### src/chip_io_pkg.sv
//////////////////////////////////////////////////
// chip io shell package
// pad layouts, power sequence thresholds and shared types
//////////////////////////////////////////////////

`default_nettype none

package chip_io_pkg;

  //////////////////////////////////////////////////
  // widths
  //////////////////////////////////////////////////

  localparam int unsigned GPIO_W      = 32;
  localparam int unsigned N_GENERIC   = 14;
  localparam int unsigned N_SW_STRAP  = 3;
  localparam int unsigned N_TAP_STRAP = 2;

  // depth of the pad input synchronizer
  localparam int unsigned SYNC_STAGES = 2;

  //////////////////////////////////////////////////
  // fake supply ramp
  //////////////////////////////////////////////////

  localparam int unsigned RAMP_W = 4;

  // supply low, high, low, then high for good
  localparam logic [RAMP_W-1:0] RAMP_ON1 = 4'd4;
  localparam logic [RAMP_W-1:0] RAMP_OFF = 4'd8;
  localparam logic [RAMP_W-1:0] RAMP_ON2 = 4'd12;

  // longer than the first high window, so that one is filtered out
  localparam int unsigned POR_STABLE_CYCLES = 6;
  localparam int unsigned STABLE_W          = $clog2(POR_STABLE_CYCLES + 1);

  //////////////////////////////////////////////////
  // pad side gpio word
  //////////////////////////////////////////////////

  typedef struct packed {
    logic                     rsvd_31;
    logic                     tap_strap1;
    logic [1:0]               rsvd_29_28;
    logic                     tap_strap0;
    logic [1:0]               rsvd_26_25;
    logic [N_SW_STRAP-1:0]    sw_strap;
    logic [7:0]               rsvd_21_14;
    logic [N_GENERIC/2-1:0]   generic_hi;
    logic [N_GENERIC/2-1:0]   generic_lo;
  } gpio_fields_t;

  // one pad word, seen as raw bits or as its fields
  typedef union packed {
    logic [GPIO_W-1:0] raw;
    gpio_fields_t      f;
  } gpio_word_u;

  //////////////////////////////////////////////////
  // core side pad vector
  //////////////////////////////////////////////////

  // uart is rx towards the core and tx towards the pads
  // usb_sense is input only
  typedef struct packed {
    logic [N_GENERIC-1:0]   generic;
    logic [N_SW_STRAP-1:0]  sw_strap;
    logic [N_TAP_STRAP-1:0] tap_strap;
    logic                   uart;
    logic                   usb_sense;
  } mio_pads_t;

  typedef struct packed {
    logic [N_SW_STRAP-1:0]  sw;
    logic [N_TAP_STRAP-1:0] tap;
  } straps_t;

  typedef struct packed {
    logic vcc_supp;
    logic por_ok;
  } pwr_status_t;

endpackage : chip_io_pkg

`default_nettype wire

### src/pad_map.sv
//////////////////////////////////////////////////
// pad map
// syncs pad inputs into the core vector and maps core outputs onto pads
//////////////////////////////////////////////////

`timescale 1ns/1ns
`default_nettype none

module pad_map (
  input  logic                    clk_aon,
  input  logic                    rst_i,

  // pad side
  input  chip_io_pkg::gpio_word_u gpio_i,
  input  logic                    uart_rx_i,
  input  logic                    usb_sense_i,
  output chip_io_pkg::gpio_word_u gpio_o,
  output chip_io_pkg::gpio_word_u gpio_en_o,
  output logic                    uart_tx_o,
  output logic                    uart_tx_en_o,

  // core side
  input  chip_io_pkg::mio_pads_t  core_out_i,
  input  chip_io_pkg::mio_pads_t  core_oe_i,
  output chip_io_pkg::mio_pads_t  core_pads_o,
  output chip_io_pkg::straps_t    sync_straps_o
);

  import chip_io_pkg::*;

  mio_pads_t pad_vec;
  mio_pads_t sync_q [SYNC_STAGES];

  // core vector onto the gpio word with reserved bits at zero
  function automatic gpio_word_u map_to_gpio(input mio_pads_t pads);
    gpio_word_u word;
    word.raw          = '0;
    word.f.generic_lo = pads.generic[N_GENERIC/2-1:0];
    word.f.generic_hi = pads.generic[N_GENERIC-1:N_GENERIC/2];
    word.f.sw_strap   = pads.sw_strap;
    word.f.tap_strap0 = pads.tap_strap[0];
    word.f.tap_strap1 = pads.tap_strap[1];
    return word;
  endfunction

  //////////////////////////////////////////////////
  // pads to core
  //////////////////////////////////////////////////

  // decode through the field view so reserved pad bits drop out
  always_comb begin
    pad_vec.generic   = {gpio_i.f.generic_hi, gpio_i.f.generic_lo};
    pad_vec.sw_strap  = gpio_i.f.sw_strap;
    pad_vec.tap_strap = {gpio_i.f.tap_strap1, gpio_i.f.tap_strap0};
    pad_vec.uart      = uart_rx_i;
    pad_vec.usb_sense = usb_sense_i;
  end

  // plain flop chain per input bit
  always_ff @(posedge clk_aon) begin
    if (rst_i) begin
      for (int i = 0; i < SYNC_STAGES; i++) begin
        sync_q[i] <= '0;
      end
    end else begin
      sync_q[0] <= pad_vec;
      for (int i = 1; i < SYNC_STAGES; i++) begin
        sync_q[i] <= sync_q[i-1];
      end
    end
  end

  assign core_pads_o       = sync_q[SYNC_STAGES-1];
  assign sync_straps_o.sw  = sync_q[SYNC_STAGES-1].sw_strap;
  assign sync_straps_o.tap = sync_q[SYNC_STAGES-1].tap_strap;

  //////////////////////////////////////////////////
  // core to pads
  //////////////////////////////////////////////////

  assign gpio_o       = map_to_gpio(core_out_i);
  assign gpio_en_o    = map_to_gpio(core_oe_i);
  assign uart_tx_o    = core_out_i.uart;
  assign uart_tx_en_o = core_oe_i.uart;

  // straps reach the latch exactly SYNC_STAGES cycles after the pads
  a_straps_match : assert property (
    @(posedge clk_aon) disable iff (rst_i)
    (!$past(rst_i, 1) && !$past(rst_i, SYNC_STAGES)) |->
      (sync_straps_o == $past({pad_vec.sw_strap, pad_vec.tap_strap}, SYNC_STAGES))
  ) else $error("sync straps do not follow the strap pads");

endmodule : pad_map

`default_nettype wire

### src/power_seq.sv
//////////////////////////////////////////////////
// power sequence
// fake supply ramp and glitch filtered power ok
//////////////////////////////////////////////////

`timescale 1ns/1ns
`default_nettype none

module power_seq (
  input  logic                     clk_aon,
  input  logic                     rst_i,
  output chip_io_pkg::pwr_status_t pwr_status_o
);

  import chip_io_pkg::*;

  logic [RAMP_W-1:0]   ramp_q;
  logic [STABLE_W-1:0] stable_q;
  logic                vcc_supp;
  logic                stable_done;

  //////////////////////////////////////////////////
  // supply ramp
  //////////////////////////////////////////////////

  // counts once per cycle and holds at all ones
  always_ff @(posedge clk_aon) begin
    if (rst_i) begin
      ramp_q <= '0;
    end else if (ramp_q != {RAMP_W{1'b1}}) begin
      ramp_q <= ramp_q + 1'b1;
    end
  end

  // low, high, low, high
  always_comb begin
    if (ramp_q < RAMP_ON1) begin
      vcc_supp = 1'b0;
    end else if (ramp_q < RAMP_OFF) begin
      vcc_supp = 1'b1;
    end else if (ramp_q < RAMP_ON2) begin
      vcc_supp = 1'b0;
    end else begin
      vcc_supp = 1'b1;
    end
  end

  //////////////////////////////////////////////////
  // glitch filter
  //////////////////////////////////////////////////

  assign stable_done = (stable_q == STABLE_W'(POR_STABLE_CYCLES));

  // counts consecutive supply high cycles and clears on any low
  always_ff @(posedge clk_aon) begin
    if (rst_i) begin
      stable_q <= '0;
    end else if (!vcc_supp) begin
      stable_q <= '0;
    end else if (!stable_done) begin
      stable_q <= stable_q + 1'b1;
    end
  end

  // drops together with the supply without an extra cycle of por_ok
  assign pwr_status_o.vcc_supp = vcc_supp;
  assign pwr_status_o.por_ok   = vcc_supp && stable_done;

  // the filter only settles once the supply is up for good
  a_por_needs_supply : assert property (
    @(posedge clk_aon) disable iff (rst_i)
    stable_done |-> vcc_supp
  ) else $error("glitch filter settled while supply is low");

  // a rising por_ok means the supply was already up a full window ago
  a_por_after_window : assert property (
    @(posedge clk_aon) disable iff (rst_i)
    $rose(pwr_status_o.por_ok) |-> $past(vcc_supp, POR_STABLE_CYCLES)
  ) else $error("por_ok rose before the supply was stable");

endmodule : power_seq

`default_nettype wire

### src/strap_latch.sv
//////////////////////////////////////////////////
// strap latch
// captures straps once power is good, then lets the core out of reset
//////////////////////////////////////////////////

`timescale 1ns/1ns
`default_nettype none

module strap_latch (
  input  logic                 clk_aon,
  input  logic                 rst_i,
  input  logic                 por_ok_i,
  input  chip_io_pkg::straps_t sync_straps_i,
  output chip_io_pkg::straps_t straps_o,
  output logic                 straps_valid_o,
  output logic                 core_rst_o
);

  import chip_io_pkg::*;

  straps_t straps_q;
  logic    valid_q;

  //////////////////////////////////////////////////
  // capture
  //////////////////////////////////////////////////

  // first por_ok cycle takes the straps, losing power re-arms
  always_ff @(posedge clk_aon) begin
    if (rst_i) begin
      straps_q <= '0;
      valid_q  <= 1'b0;
    end else if (!por_ok_i) begin
      valid_q  <= 1'b0;
    end else if (!valid_q) begin
      straps_q <= sync_straps_i;
      valid_q  <= 1'b1;
    end
  end

  assign straps_o       = straps_q;
  assign straps_valid_o = valid_q;

  // core held in reset until the straps are in
  assign core_rst_o     = ~valid_q;

  // straps are frozen for as long as power stays good
  a_straps_frozen : assert property (
    @(posedge clk_aon) disable iff (rst_i)
    (straps_valid_o && por_ok_i) |=> $stable(straps_o)
  ) else $error("straps changed after capture");

endmodule : strap_latch

`default_nettype wire

### src/chip_io_shell.sv
//////////////////////////////////////////////////
// chip io shell
// pad mapping, fake power on and strap capture around the core
//////////////////////////////////////////////////

`timescale 1ns/1ns
`default_nettype none

module chip_io_shell (
  input  logic                     clk_aon,
  input  logic                     rst_i,

  // gpio pads
  input  chip_io_pkg::gpio_word_u  gpio_i,
  output chip_io_pkg::gpio_word_u  gpio_o,
  output chip_io_pkg::gpio_word_u  gpio_en_o,

  // uart and usb sense pads
  input  logic                     uart_rx_i,
  output logic                     uart_tx_o,
  output logic                     uart_tx_en_o,
  input  logic                     usb_sense_i,

  // core pad vector
  input  chip_io_pkg::mio_pads_t   core_out_i,
  input  chip_io_pkg::mio_pads_t   core_oe_i,
  output chip_io_pkg::mio_pads_t   core_pads_o,

  // power and boot
  output chip_io_pkg::pwr_status_t pwr_status_o,
  output chip_io_pkg::straps_t     straps_o,
  output logic                     straps_valid_o,
  output logic                     core_rst_o
);

  import chip_io_pkg::*;

  straps_t sync_straps;

  //////////////////////////////////////////////////
  // pads
  //////////////////////////////////////////////////

  pad_map u_pad_map (
    .clk_aon       ( clk_aon      ),
    .rst_i         ( rst_i        ),
    .gpio_i        ( gpio_i       ),
    .uart_rx_i     ( uart_rx_i    ),
    .usb_sense_i   ( usb_sense_i  ),
    .core_out_i    ( core_out_i   ),
    .core_oe_i     ( core_oe_i    ),
    .gpio_o        ( gpio_o       ),
    .gpio_en_o     ( gpio_en_o    ),
    .uart_tx_o     ( uart_tx_o    ),
    .uart_tx_en_o  ( uart_tx_en_o ),
    .core_pads_o   ( core_pads_o  ),
    .sync_straps_o ( sync_straps  )
  );

  //////////////////////////////////////////////////
  // power on
  //////////////////////////////////////////////////

  power_seq u_power_seq (
    .clk_aon      ( clk_aon      ),
    .rst_i        ( rst_i        ),
    .pwr_status_o ( pwr_status_o )
  );

  //////////////////////////////////////////////////
  // straps and core reset
  //////////////////////////////////////////////////

  // straps come in through the pad sync, power good from the ramp
  strap_latch u_strap_latch (
    .clk_aon        ( clk_aon             ),
    .rst_i          ( rst_i               ),
    .por_ok_i       ( pwr_status_o.por_ok ),
    .sync_straps_i  ( sync_straps         ),
    .straps_o       ( straps_o            ),
    .straps_valid_o ( straps_valid_o      ),
    .core_rst_o     ( core_rst_o          )
  );

endmodule : chip_io_shell

`default_nettype wire

### config.mk
export PLATFORM = sky130hd
export DESIGN_NAME = chip_io_shell
export DESIGN_NICKNAME = d
export VERILOG_FILES = /design/src/chip_io_pkg.sv /design/src/pad_map.sv /design/src/power_seq.sv /design/src/strap_latch.sv /design/src/chip_io_shell.sv
export SDC_FILE = /design/constraint.sdc
export NUM_CORES = 1
export LEC_CHECK = 0
export BUFFER_PORTS_ARGS = -buffer_cell sky130_fd_sc_hd__buf_2
export CELL_PAD_IN_SITES_DETAIL_PLACEMENT = 1
export CELL_PAD_IN_SITES_GLOBAL_PLACEMENT = 1
export CORE_UTILIZATION = 29
export DETAILED_ROUTE_END_ITERATION = 7
export PLACE_DENSITY = 0.88
export SYNTH_ARGS = -nofsm -noshare
export SYNTH_HDL_FRONTEND = slang
export SYNTH_HIERARCHICAL = 1
export SYNTH_SLANG_ARGS = --single-unit
### constraint.sdc
create_clock -name clk_aon -period 1.4 [get_ports clk_aon]
set_input_delay 0.07 -clock clk_aon [delete_from_list [all_inputs] [get_ports clk_aon]]
set_output_delay 0.07 -clock clk_aon [all_outputs]
set_load 0.005 [all_outputs]
Yosys cells after proc, flatten, opt, wreduce, memory -nomap -nowiden

Memory sizes are Yosys's and may differ from the RTL's.
Index checks and enable logic that the tools add are counted.

Bitwise operators: 4
Equal/unequal tests: 2
Add/sub/neg operators: 2
Reduce and logical (&&, ||, !) cells: 3
Mux-type cells: 9
Shifts and indexed selects: 0
Divide/modulo/power cells: 0
$lt $le $gt $ge: 3
Multiply operators: 0

Operator list:

| operator                                                              | number |
|---|---|
| 21-bit two-way mux                                                    | 2 |
| 4-bit < comparator (second input constant)                            | 2 |
| 1-bit two-way mux                                                     | 7 |
| 4-bit by 1-bit adder with 4-bit output (second input constant)        | 1 |
| 4-bit by 3-bit < comparator with 1-bit output (second input constant) | 1 |
| 4-bit != test (second input constant)                                 | 1 |
| 3-bit by 1-bit adder with 3-bit output (second input constant)        | 1 |
| 3-bit == test (second input constant)                                 | 1 |
| 1-bit NOT                                                             | 2 |
| 1-bit OR                                                              | 2 |
| 2-bit AND reduction                                                   | 1 |
| 2-bit OR reduction                                                    | 1 |
| 1-bit logical AND                                                     | 1 |

Bits in writable memories: 42
ROM bits: 0
Bits in registers: 13
Latch bits: 0
Memories kept: 1

Memory list:

| name             | words | width | read ports | clocked after memory_dff | wr ports | line          | RTL |
|---|---|---|---|---|---|---|---|
| u_pad_map.sync_q | 2     | 21    | 2          | 0                        | 2        | pad_map.sv:32 | `mio_pads_t sync_q [SYNC_STAGES];` |

Logic depth before layout (Yosys ltp)

Gate-level depths: netlist (run 1).

Word-level depth: 6
Mapped depth: 5
Gate-level depth less buffers: 5

Modules after synthesis

The synthesis (run 1) kept the hierarchy.

Modules (own cells, without submodules):

| module      | cells an instance | seq. area each (µm²) | area each (µm²) | instances |
|---|---|---|---|---|
| pad_map     | 181               | 840.8                | 1818.0          | 1 |
| power_seq   | 39                | 140.1                | 380.4           | 1 |
| strap_latch | 25                | 120.1                | 261.5           | 1 |

Worst setup path before layout (run 1)

OpenSTA, ideal clock, no wires.

Path type: register -> register
From: reg u_power_seq.stable_q[0]
To: reg u_strap_latch/straps_o[0] (netlist name)
Arrival: 1.141 ns
Period minus slack after synthesis: 1.259 ns
Setup time: 0.118 ns
Required time: 1.282 ns
Path slack: 0.141 ns
Stages on the path, launching flop included: 6
Cells stage by stage: dfxtp_1 -> inv_1 -> ha_1 -> and3_1 -> nor2b_4 -> o21ai_1

RTL lines:

| item                     | line            | RTL |
|---|---|---|
| start: declaration       | power_seq.sv:18 | `logic [STABLE_W-1:0] stable_q;` |
| start signal: assignment | power_seq.sv:61 | `stable_q <= stable_q + 1'b1;` |

==> metrics, run 1 <==
total I/O pin count 174; Synth Area in XOR/XNOR 0%; DR pass1 iterations 4; status finished clean; clk root buf clkbuf_8; f_max 747 MHz; CTS tree done; P_leak 1.15 nW; Vias/cell 3.78; dpl cells 331; total core area 8220 um^2; routability congestion estimate 0.730; Hold Crit Endpoint gpio_en_o[1]; switching fraction of total power 23.5%; total CTS buffers 5; initial antenna violation count 0; Multi-input gate area 712 um^2; DPL Wire Length 2.74 mm; largest net degree at the start of global routing 33; Non-Filler Instances 360; commonest non-fill, non-tap cells in the layout 54 x dfxtp_1, 52 x buf_2, 44 x nor2b_1; post-route ant nets 0; worst hold path class input port to output pin; Setup CP Type flop to output pin; Compound-Gate Fraction of Synth Area 3.36%; maximum VDD drop 349 uV; layout cells sized above 1 28.2%; Remaining DRCs 0; count of input and output buffers 52; Pint 2.12 mW; pre-CTS WS 0.0714 ns; register area 1100 um^2; CTS H-Tree Depth 2; Total Wirelength 3.87 mm; r2r startpoint u_power_seq/stable_q[0]; #FFs+latches synth 55; Clk pin slew, worst setup/hold paths 0.10 ns; Reg power frac 59.4%; area grow syn2layout 3.66%; Seq/Total Area, Yosys 44.8%; Hold Slack 0.140 ns; Synth Warn # 6; commonest non-fill, non-tap cell in the layout dfxtp_1; Crit path required time 1.33 ns; Final setup viols 0; Pwr per Cell Area 1090 nW/um^2; Crit Reg-Reg Endpoint u_strap_latch/straps_o[4]; Max-cap violations 0; Psw 0.654 mW; RSZ-0062 raised after global routing false; post-synthesis mux area share 0.407%; CP Max Fanout 8; vias in the first global route 1242; Simple-Gate Fraction of Synth Area 19.5%; Comb power frac 7.9%; WP data arrival 1.27 ns; initial core utilization 29.9%; ant diodes 0; WL/cell 10.7 um; row cnt 33; Clock Latency Late Sink 0.30 ns; gr usage total 8.60%; Post-Synthesis Cells 245; Period minus WS final 1.34 ns; clk sinks 55; DR vias 1360; largest family of logic cells by synthesized area buffers and inverters; FF-to-FF path depth 5; DIE AREA 8850 um^2; Post-Syn Area 2460 um^2; synth unique cells 27; CP endpoint kind output pin; Die W 94.1 um; reg2reg setup slack 0.20 ns; fin crit share 95.6%; starting DRC count in detailed routing 10; hold depth 0; Max-slew headroom 65.8%; first-pass GRT wire length 5.74 mm; fillers 958; Hold Path Origin core_oe_i[8]; CTS Buffer Depth 2; Die H 94.1 um; Fin. Hold Viols 0; Synth Area in Adders 1.53%; Clk pwr share 32.7%; CP Launch Type flop; Max Transition Viols Final 0; Nets 335; Mean Syn Cell Area 10.0 um^2; total gr overflow 0; final setup margin 0.0614 ns; Setup Skew 0.00228 ns; Slew @ Worst Pin 0.512 ns; Setup TNS Final 0 ns
synth_stat cells:
cell type	count	area (um^2)
buf_4	93	698
dfxtp_1	55	1100
nor2b_1	44	275
nand2b_1	8	50.1
nand4bb_1	5	56.3
o21ai_1	5	25.0
buf_2	4	20.0
a21oi_1	3	15.0
ha_1	3	37.5
nand3_1	3	15.0
a21o_1	2	15.0
and3b_1	2	17.5
inv_1	2	7.51
nor2_1	2	7.51
nor3_2	2	20.0
a211oi_2	1	12.5
a31o_2	1	8.76
a31oi_1	1	6.26
and3_1	1	6.26
and3_4	1	11.3
buf_6	1	11.3
clkbuf_1	1	3.75
clkbuf_2	1	5.00
conb_1	1	3.75
mux2i_1	1	10.0
nand4_1	1	6.26
nor2b_4	1	13.8
state kept, by name, summed over array words and instances (netlist names):
signal	count
u_pad_map/sync_q	42
u_strap_latch/straps_o	5
u_strap_latch/straps_valid_o	1
u_power_seq/ramp_q	4
u_power_seq/stable_q	3
kinds of logic (layout without fill, tap and decap cells):
group / after synthesis / in the layout
simple gates: 70 / 70
buf+inv: 102 / 87
fa+ha+maj: 3 / 3
flops: 55 / 55
other cells: 1 / 26
compound gates: 13 / 13
mux: 1 / 1
critical path, cell delays in order, from the launching register on:
cell     delay [ns]
dfxtp_2        0.37
inv_1          0.05
ha_1           0.20
and3_4         0.21
buf_2          0.13
per-layer routing:
layer	GRT usage, %	part of all wire [%]
met1	8.95	41
met2	14.6	49
met3	3.24	7.4
met4	5.26	2.5
met5	0	0
repair_timing:
action	in CTS	in global routing
hold endpoints to repair	21	0
hold buffers	21	0
buffers inserted	0	0
resized for setup	3	0
endpoints found under the setup margin	1	0
power by group through the flow:
stage / Clock [mW] / Sequential, mW / Combinational, mW
finish: 0.910 / 1.65 / 0.220
global route: 1.01 / 1.66 / 0.247
CTS: 0.973 / 1.65 / 0.222
detailed placement: 0 / 1.69 / 0.177
global placement: 0 / 1.68 / 0.170
floorplan: 0 / 1.68 / 0.290
layout make-up:
| cell class | count | share of cell area, % |
|---|---|---|
| flip-flops and latches | 55 | 43.2 |
| multi-input cells | 113 | 27.9 |
| repair buffers | 77 | 19.6 |
| well taps | 105 | 5.15 |
| clock buffers | 5 | 2.70 |
| clock inverters | 3 | 1.08 |
| inverters | 2 | 0.294 |
worst max-delay path by stage:
stage | depth (start not counted) | slack, ns | from | end
after floorplan | 5 | 0.14 | u_power_seq/stable_q[0] | u_strap_latch/straps_o[0]
after global placement | 5 | 0.16 | u_power_seq/stable_q[0] | u_strap_latch/straps_o[3]
after detailed placement | 5 | 0.07 | u_power_seq/stable_q[0] | u_strap_latch/straps_o[3]
after CTS | 4 | 0.04 | u_power_seq/stable_q[0] | pwr_status_o[0]
after global routing | 4 | 0.007 | u_power_seq/stable_q[0] | pwr_status_o[0]
final | 4 | 0.06 | u_power_seq/stable_q[0] | pwr_status_o[0]
through the flow:
stage          power, mW  utilization [%]  instance area, um^2
2_1_floorplan       1.97                -                 2550
3_3_place_gp        1.85             27.2                 2240
3_5_place_dp        1.86             27.2                 2240
4_1_cts             2.85             31.0                 2550
5_1_grt             2.91             31.0                 2550
6_report            2.78             31.0                 2550
(Power assumes the default switching activity.)
==> run 2, diff against run 1 <==
Settings changed: CELL_PAD_IN_SITES_DETAIL_PLACEMENT 1 to not set, CELL_PAD_IN_SITES_GLOBAL_PLACEMENT 1 to not set, CORE_UTILIZATION 29 to 41, PLACE_DENSITY 0.88 to 0.87.
==> run 2 against run 1 <==
Sequential share of layout area increased by 0.67 points; power decreased by 2.1%; non-clock buffer count unchanged; sequential cell count stayed put; worst setup slack improved by 0.034 ns; cell count decreased by 9.2%; core utilization increased by 13 points; first-iteration DRC count rose by 120%; largest cell class unchanged.
==> metrics, run 2 (synthesis results as in run 1) <==
first-pass GRT wire length 5.35 mm (was 5.74 mm); Vias/cell 4.24 (was 3.78); Pwr per Cell Area 1080 nW/um^2 (was 1090 nW/um^2); starting DRC count in detailed routing 22 (was 10); commonest non-fill, non-tap cell in the layout dfxtp_1 (unchanged); DIE AREA 6310 um^2 (was 8850 um^2); vias in the first global route 1231 (was 1242); Clock Latency Late Sink 0.30 ns (about the same); Pint 2.12 mW (about the same); f_max 767 MHz (was 747 MHz); Clk pin slew, worst setup/hold paths 0.10 ns (about the same); Setup CP Type flop to output pin (unchanged); status finished clean (unchanged); Crit path required time 1.33 ns (about the same); clk sinks 55 (unchanged); Total Wirelength 3.61 mm (was 3.87 mm); CP endpoint kind output pin (unchanged); Psw 0.605 mW (was 0.654 mW); total I/O pin count 174 (unchanged); most flop-heavy register u_pad_map/sync_q (unchanged); total CTS buffers 5 (unchanged); layout cells sized above 1 28.2% (unchanged); CTS H-Tree Depth 2 (unchanged); routability congestion estimate 0.695 (was 0.730); CTS tree done (unchanged); Setup TNS Final 0 ns (unchanged); total core area 5640 um^2 (was 8220 um^2); count of input and output buffers 52 (unchanged); CP Max Fanout 8 (unchanged); slowest stage cell, crit path dfxtp_2 (unchanged); WL/cell 11.0 um (was 10.7 um); maximum VDD drop 570 uV (was 349 uV); P_leak 1.15 nW (about the same); final setup margin 0.0955 ns (was 0.0614 ns); Nets 335 (unchanged); post-route ant nets 0 (unchanged); WP data arrival 1.23 ns (was 1.27 ns); switching fraction of total power 22.2% (was 23.5%); CP max stage delay 0.34 ns (was 0.37 ns); Fin. Hold Viols 0 (unchanged); DR pass1 iterations 4 (unchanged); register area 1100 um^2 (unchanged); clk root buf clkbuf_8 (unchanged); RSZ-0062 raised after global routing false (unchanged); Max-cap violations 0 (unchanged); fin crit share 93.2% (was 95.6%); worst hold path class input port to flop (was input port to output pin); DPL Wire Length 2.50 mm (was 2.74 mm); Multi-input gate area 712 um^2 (unchanged); DR vias 1386 (was 1360); ant diodes 0 (unchanged); Remaining DRCs 0 (unchanged); row cnt 27 (was 33); initial core utilization 43.6% (was 29.9%); crit-path cells inv_1, ha_1, and3_4, buf_2 (unchanged); max reg flops 42 (unchanged); pre-CTS WS 0.0919 ns (was 0.0714 ns); Max Transition Viols Final 0 (unchanged); Reg power frac 60.6% (was 59.4%); kind of cell adding the most delay to the critical path flip-flops (unchanged); gr usage total 11.2% (was 8.60%); commonest non-fill, non-tap cells in the layout 54 x dfxtp_1, 52 x buf_2, 44 x nor2b_1 (unchanged); CP Launch Type flop (unchanged); Die H 79.5 um (was 94.1 um); fillers 548 (was 958); Worst Path Buf+Inv 2 (unchanged); initial antenna violation count 0 (unchanged); Setup Skew 0.00369 ns (was 0.00228 ns); Clk pwr share 31.3% (was 32.7%); area grow syn2layout 2.09% (was 3.66%); Die W 79.5 um (was 94.1 um); CTS Buffer Depth 2 (unchanged); Comb power frac 8.1% (was 7.9%); largest net degree at the start of global routing 29 (was 33); Final setup viols 0 (unchanged); Period minus WS final 1.30 ns (was 1.34 ns); total gr overflow 0 (unchanged)
==> run 2: path summary, 6_finish.rpt <==
path | from | to | slack, ns | depth (start not counted)
worst max-delay path | u_power_seq/stable_q[0] | pwr_status_o[0] | 0.1 | 4
worst min-delay path | usb_sense_i | u_pad_map/sync_q[0][0] | 0.02 | 2
worst max register to register | u_power_seq/stable_q[0] | u_strap_latch/straps_o[4] | 0.21 | 5
worst min register to register | u_pad_map/sync_q[0][6] | u_pad_map/sync_q[0][27] | 0.44 | 1
==> run 2: through the flow <==
stage,power [mW],hold slack [ns],std cells,instance area (um^2),util [%]
2_1_floorplan,1.97,0.135,270,2550,-
3_3_place_gp,1.85,0.140,298,2210,39.1
3_5_place_dp,1.86,0.140,298,2210,39.1
4_1_cts,2.76,0.00437,326,2500,44.4
5_1_grt,2.85,0.0159,327,2510,44.5
6_report,2.72,0.0172,327,2510,44.5
==> run 2: cell type report <==
class | count | share of cell area, %
sequential | 55 | 43.9
clock inverter | 2 | 0.648
tap | 72 | 3.59
inverter | 2 | 0.299
multi-input combinational | 113 | 28.4
timing repair buffer | 77 | 20.3
clock buffer | 6 | 2.89
==> run 2: timing repair <==
action | 4_1_cts | 5_1_grt
setup endpoints to repair | 1 | 1
resized for setup | 3 | 0
hold endpoints to repair | 20 | 0
buffers inserted | 0 | 1
hold buffers | 20 | 0
==> run 2: power groups by stage <==
stage	logic (mW)	clock network (mW)	registers, mW
finish	0.221	0.851	1.65
global route	0.248	0.944	1.66
CTS	0.220	0.886	1.65
detailed placement	0.176	0	1.69
global placement	0.169	0	1.68
floorplan	0.290	0	1.68
==> run 2: layer usage <==
metal	part of all wire [%]	global-route usage [%]
met1	37	10.8
met2	49	19.5
met3	8.7	3.54
met4	5.2	9.09
met5	0	0
==> run 3, diff against run 2 <==
Settings changed: PLACE_DENSITY 0.87 to 0.88, SYNTH_HIERARCHICAL 1 to not set.
==> run 3 against run 2 <==
Highest routed layer unchanged; largest cell class unchanged; die area down 1.8%; synthesized cell count fell by 1.2%; synthesized area shrank 1.9%; worst setup slack better by 0.021 ns; first-iteration DRC count increased by 50%; clock power decreased by 2.6%.
==> metrics, run 3 <==
Synth Warn # 0 (was 6); WL/cell 10.4 um (was 11.0 um); Hold Slack 0.00436 ns (was 0.0172 ns); status finished clean (unchanged); Setup Skew 0.00250 ns (was 0.00369 ns); DR pass1 iterations 3 (was 4); Period minus WS final 1.28 ns (was 1.30 ns); kind of cell adding the most delay to the critical path simple AND/OR/NAND/NOR gates (was flip-flops); Max Transition Viols Final 0 (unchanged); crit-path cells inv_1, ha_2, and4b_1, mux2i_1 (was inv_1, ha_1, and3_4, buf_2); Clock Latency Late Sink 0.29 ns (was 0.30 ns); register area 1100 um^2 (unchanged); RSZ-0062 raised after global routing false (unchanged); row cnt 27 (unchanged); ranking of synthesized cells by area dfxtp_1 46%, buf_4 28%, nor2b_1 11%, nand2b_1 3.4%, mux2i_1 2.5% (was dfxtp_1 45%, buf_4 28%, nor2b_1 11%, nand4bb_1 2.3%, nand2b_1 2.0%); Clk pin slew, worst setup/hold paths 0.09 ns (was 0.10 ns); P_leak 1.14 nW (was 1.15 nW); r2r startpoint u_power_seq.stable_q[0] (was u_power_seq/stable_q[0]); reg2reg setup slack 0.12 ns (was 0.21 ns); Nets 331 (was 335); Vias/cell 4.01 (was 4.24); DIE AREA 6200 um^2 (was 6310 um^2); CTS tree done (unchanged); slowest stage cell, crit path and4b_1 (was dfxtp_2); Die H 78.7 um (was 79.5 um); CP endpoint kind flop (was output pin); initial core utilization 43.3% (was 43.6%); EDFF count, synth 0 (unchanged); Mean Syn Cell Area 9.97 um^2 (was 10.0 um^2); total gr overflow 0 (unchanged); CP Max Fanout 7 (was 8); Fin. Hold Viols 0 (unchanged); CTS Buffer Depth 2 (unchanged); Hold Path Origin gpio_i[22] (was usb_sense_i); CTS H-Tree Depth 2 (unchanged); area grow syn2layout 1.56% (was 2.09%); most flop-heavy register u_pad_map.sync_q (was u_pad_map/sync_q); Yosys top cell by area dfxtp_1 (unchanged); starting DRC count in detailed routing 33 (was 22); Post-Syn Area 2410 um^2 (was 2460 um^2); Async S/R FF share, synth 0% (unchanged); post-route ant nets 0 (unchanged); Seq/Total Area, Yosys 45.6% (was 44.8%); fillers 547 (was 548); FF-to-FF path depth 4 (was 5); initial antenna violation count 0 (unchanged); total I/O pin count 174 (unchanged); Post-Synthesis Cells 242 (was 245); Total Wirelength 3.37 mm (was 3.61 mm); Pwr per Cell Area 1100 nW/um^2 (was 1080 nW/um^2); cell with the most instances after synthesis buf_4 (unchanged); max reg flops 42 (unchanged); synth unique cells 23 (was 27); Final setup viols 0 (unchanged); first-pass GRT wire length 5.29 mm (was 5.35 mm); DPL Wire Length 2.28 mm (was 2.50 mm); layout cells sized above 1 26.3% (was 28.2%); clk sinks 55 (unchanged); Hold Crit Endpoint u_pad_map.sync_q[0][4] (was u_pad_map/sync_q[0][0]); total CTS buffers 5 (unchanged); largest net degree at the start of global routing 40 (was 29); Synth top area share 45.6% (was 44.8%); hold depth 2 (unchanged); CP Launch Type flop (unchanged); Crit Reg-Reg Endpoint u_strap_latch.straps_o[1] (was u_strap_latch/straps_o[4]); maximum VDD drop 399 uV (was 570 uV); Setup TNS Final 0 ns (unchanged); routability congestion estimate 0.689 (was 0.695); clk root buf clkbuf_8 (unchanged); Multi-input gate area 683 um^2 (was 712 um^2); worst hold path class input port to flop (unchanged); fin crit share 91.7% (was 93.2%); commonest non-fill, non-tap cells in the layout 54 x dfxtp_1, 52 x buf_2, 43 x nor2b_1 (was 54 x dfxtp_1, 52 x buf_2, 44 x nor2b_1); f_max 779 MHz (was 767 MHz); Worst Path Buf+Inv 1 (was 2); #FFs+latches synth 55 (unchanged); total core area 5570 um^2 (was 5640 um^2); DR vias 1294 (was 1386); CP max stage delay 0.40 ns (was 0.34 ns); Setup CP Type flop to flop (was flop to output pin); Remaining DRCs 0 (unchanged); count of input and output buffers 52 (unchanged); WP data arrival 1.51 ns (was 1.23 ns); vias in the first global route 1214 (was 1231); gr usage total 11.2% (about the same); Main synth FF type dfxtp_1 (unchanged); commonest non-fill, non-tap cell in the layout dfxtp_1 (unchanged); ant diodes 0 (unchanged); top cells by count, synth 89 x buf_4, 55 x dfxtp_1, 43 x nor2b_1 (was 93 x buf_4, 55 x dfxtp_1, 44 x nor2b_1); Max-cap violations 0 (unchanged); Die W 78.7 um (was 79.5 um); Crit path required time 1.63 ns (was 1.33 ns)
-- run 3: final cells by class --
type | instances | area share [%]
inverter | 2 | 0.306
timing repair buffer | 74 | 19.7
multi-input combinational | 112 | 27.9
clock buffer | 6 | 2.96
clock inverter | 2 | 0.510
tap | 72 | 3.68
sequential | 55 | 45.0
-- run 3: metrics by stage --
step | util (%) | instances | total power, mW | worst slack [ns] | cell area [um^2]
final | 44.0 | 323 | 2.69 | 0.117 | 2450
after global routing | 44.0 | 323 | 2.85 | 0.0409 | 2450
after CTS | 43.7 | 322 | 2.74 | 0.0409 | 2440
after detailed placement | 39.1 | 297 | 1.86 | 0.178 | 2180
after global placement | 39.1 | 297 | 1.85 | 0.206 | 2180
after floorplan | - | 267 | 1.96 | 0.232 | 2510
-- run 3: worst max path at each step --
stage / cells past startpoint / slack [ns] / end / startpoint
after floorplan: 5 / 0.23 / u_strap_latch.straps_o[0] / u_power_seq.stable_q[0]
after global placement: 4 / 0.21 / u_strap_latch.straps_o[1] / u_power_seq.stable_q[0]
after detailed placement: 4 / 0.18 / u_strap_latch.straps_o[1] / u_power_seq.stable_q[0]
after CTS: 3 / 0.04 / u_strap_latch.straps_o[1] / u_power_seq.stable_q[1]
after global routing: 3 / 0.04 / u_strap_latch.straps_o[4] / u_power_seq.stable_q[1]
final: 4 / 0.12 / u_strap_latch.straps_o[1] / u_power_seq.stable_q[0]
-- run 3: per-layer routing --
metal | track usage, % | up-vias | wire length [um]
met2 | 18.5 | 66 | 1600
met4 | 4.63 | 0 | 39
met3 | 5.40 | 6 | 290
li1 | - | 650 | -
met5 | 0 | - | 0
met1 | 12.2 | 572 | 1440
-- run 3: repair_timing --
action | in CTS | in global routing
buffers inserted | 1 | 0
resized for setup | 1 | 1
endpoints found under the setup margin | 1 | 4
hold buffers | 17 | 1
hold endpoints to repair | 17 | 1
-- run 3: worst reg2reg max path, stage by stage, from the launching register on --
cell and delay (ns):
dfxtp_2 0.33, inv_1 0.05, ha_2 0.22, and4b_1 0.40
mux2i_1 0.22
-- run 3: power by group --
group	total, mW	switching, mW	internal [mW]
clock	0.829	0.478	0.351
combinational	0.217	0.0918	0.125
sequential	1.65	0.0195	1.63
total	2.69	0.590	2.10
-- run 3: kinds of logic (layout without fill, tap and decap cells) --
group	count (synthesis)	count (layout)	synth area share (%)
buffers and inverters	100	84	30.1
muxes	6	6	2.49
other	1	26	0.155
AOI/OAI and AO/OA	8	8	2.18
DFF	55	55	45.6
and+or+nand+nor	69	69	17.9
adders and majority gates	3	3	1.56
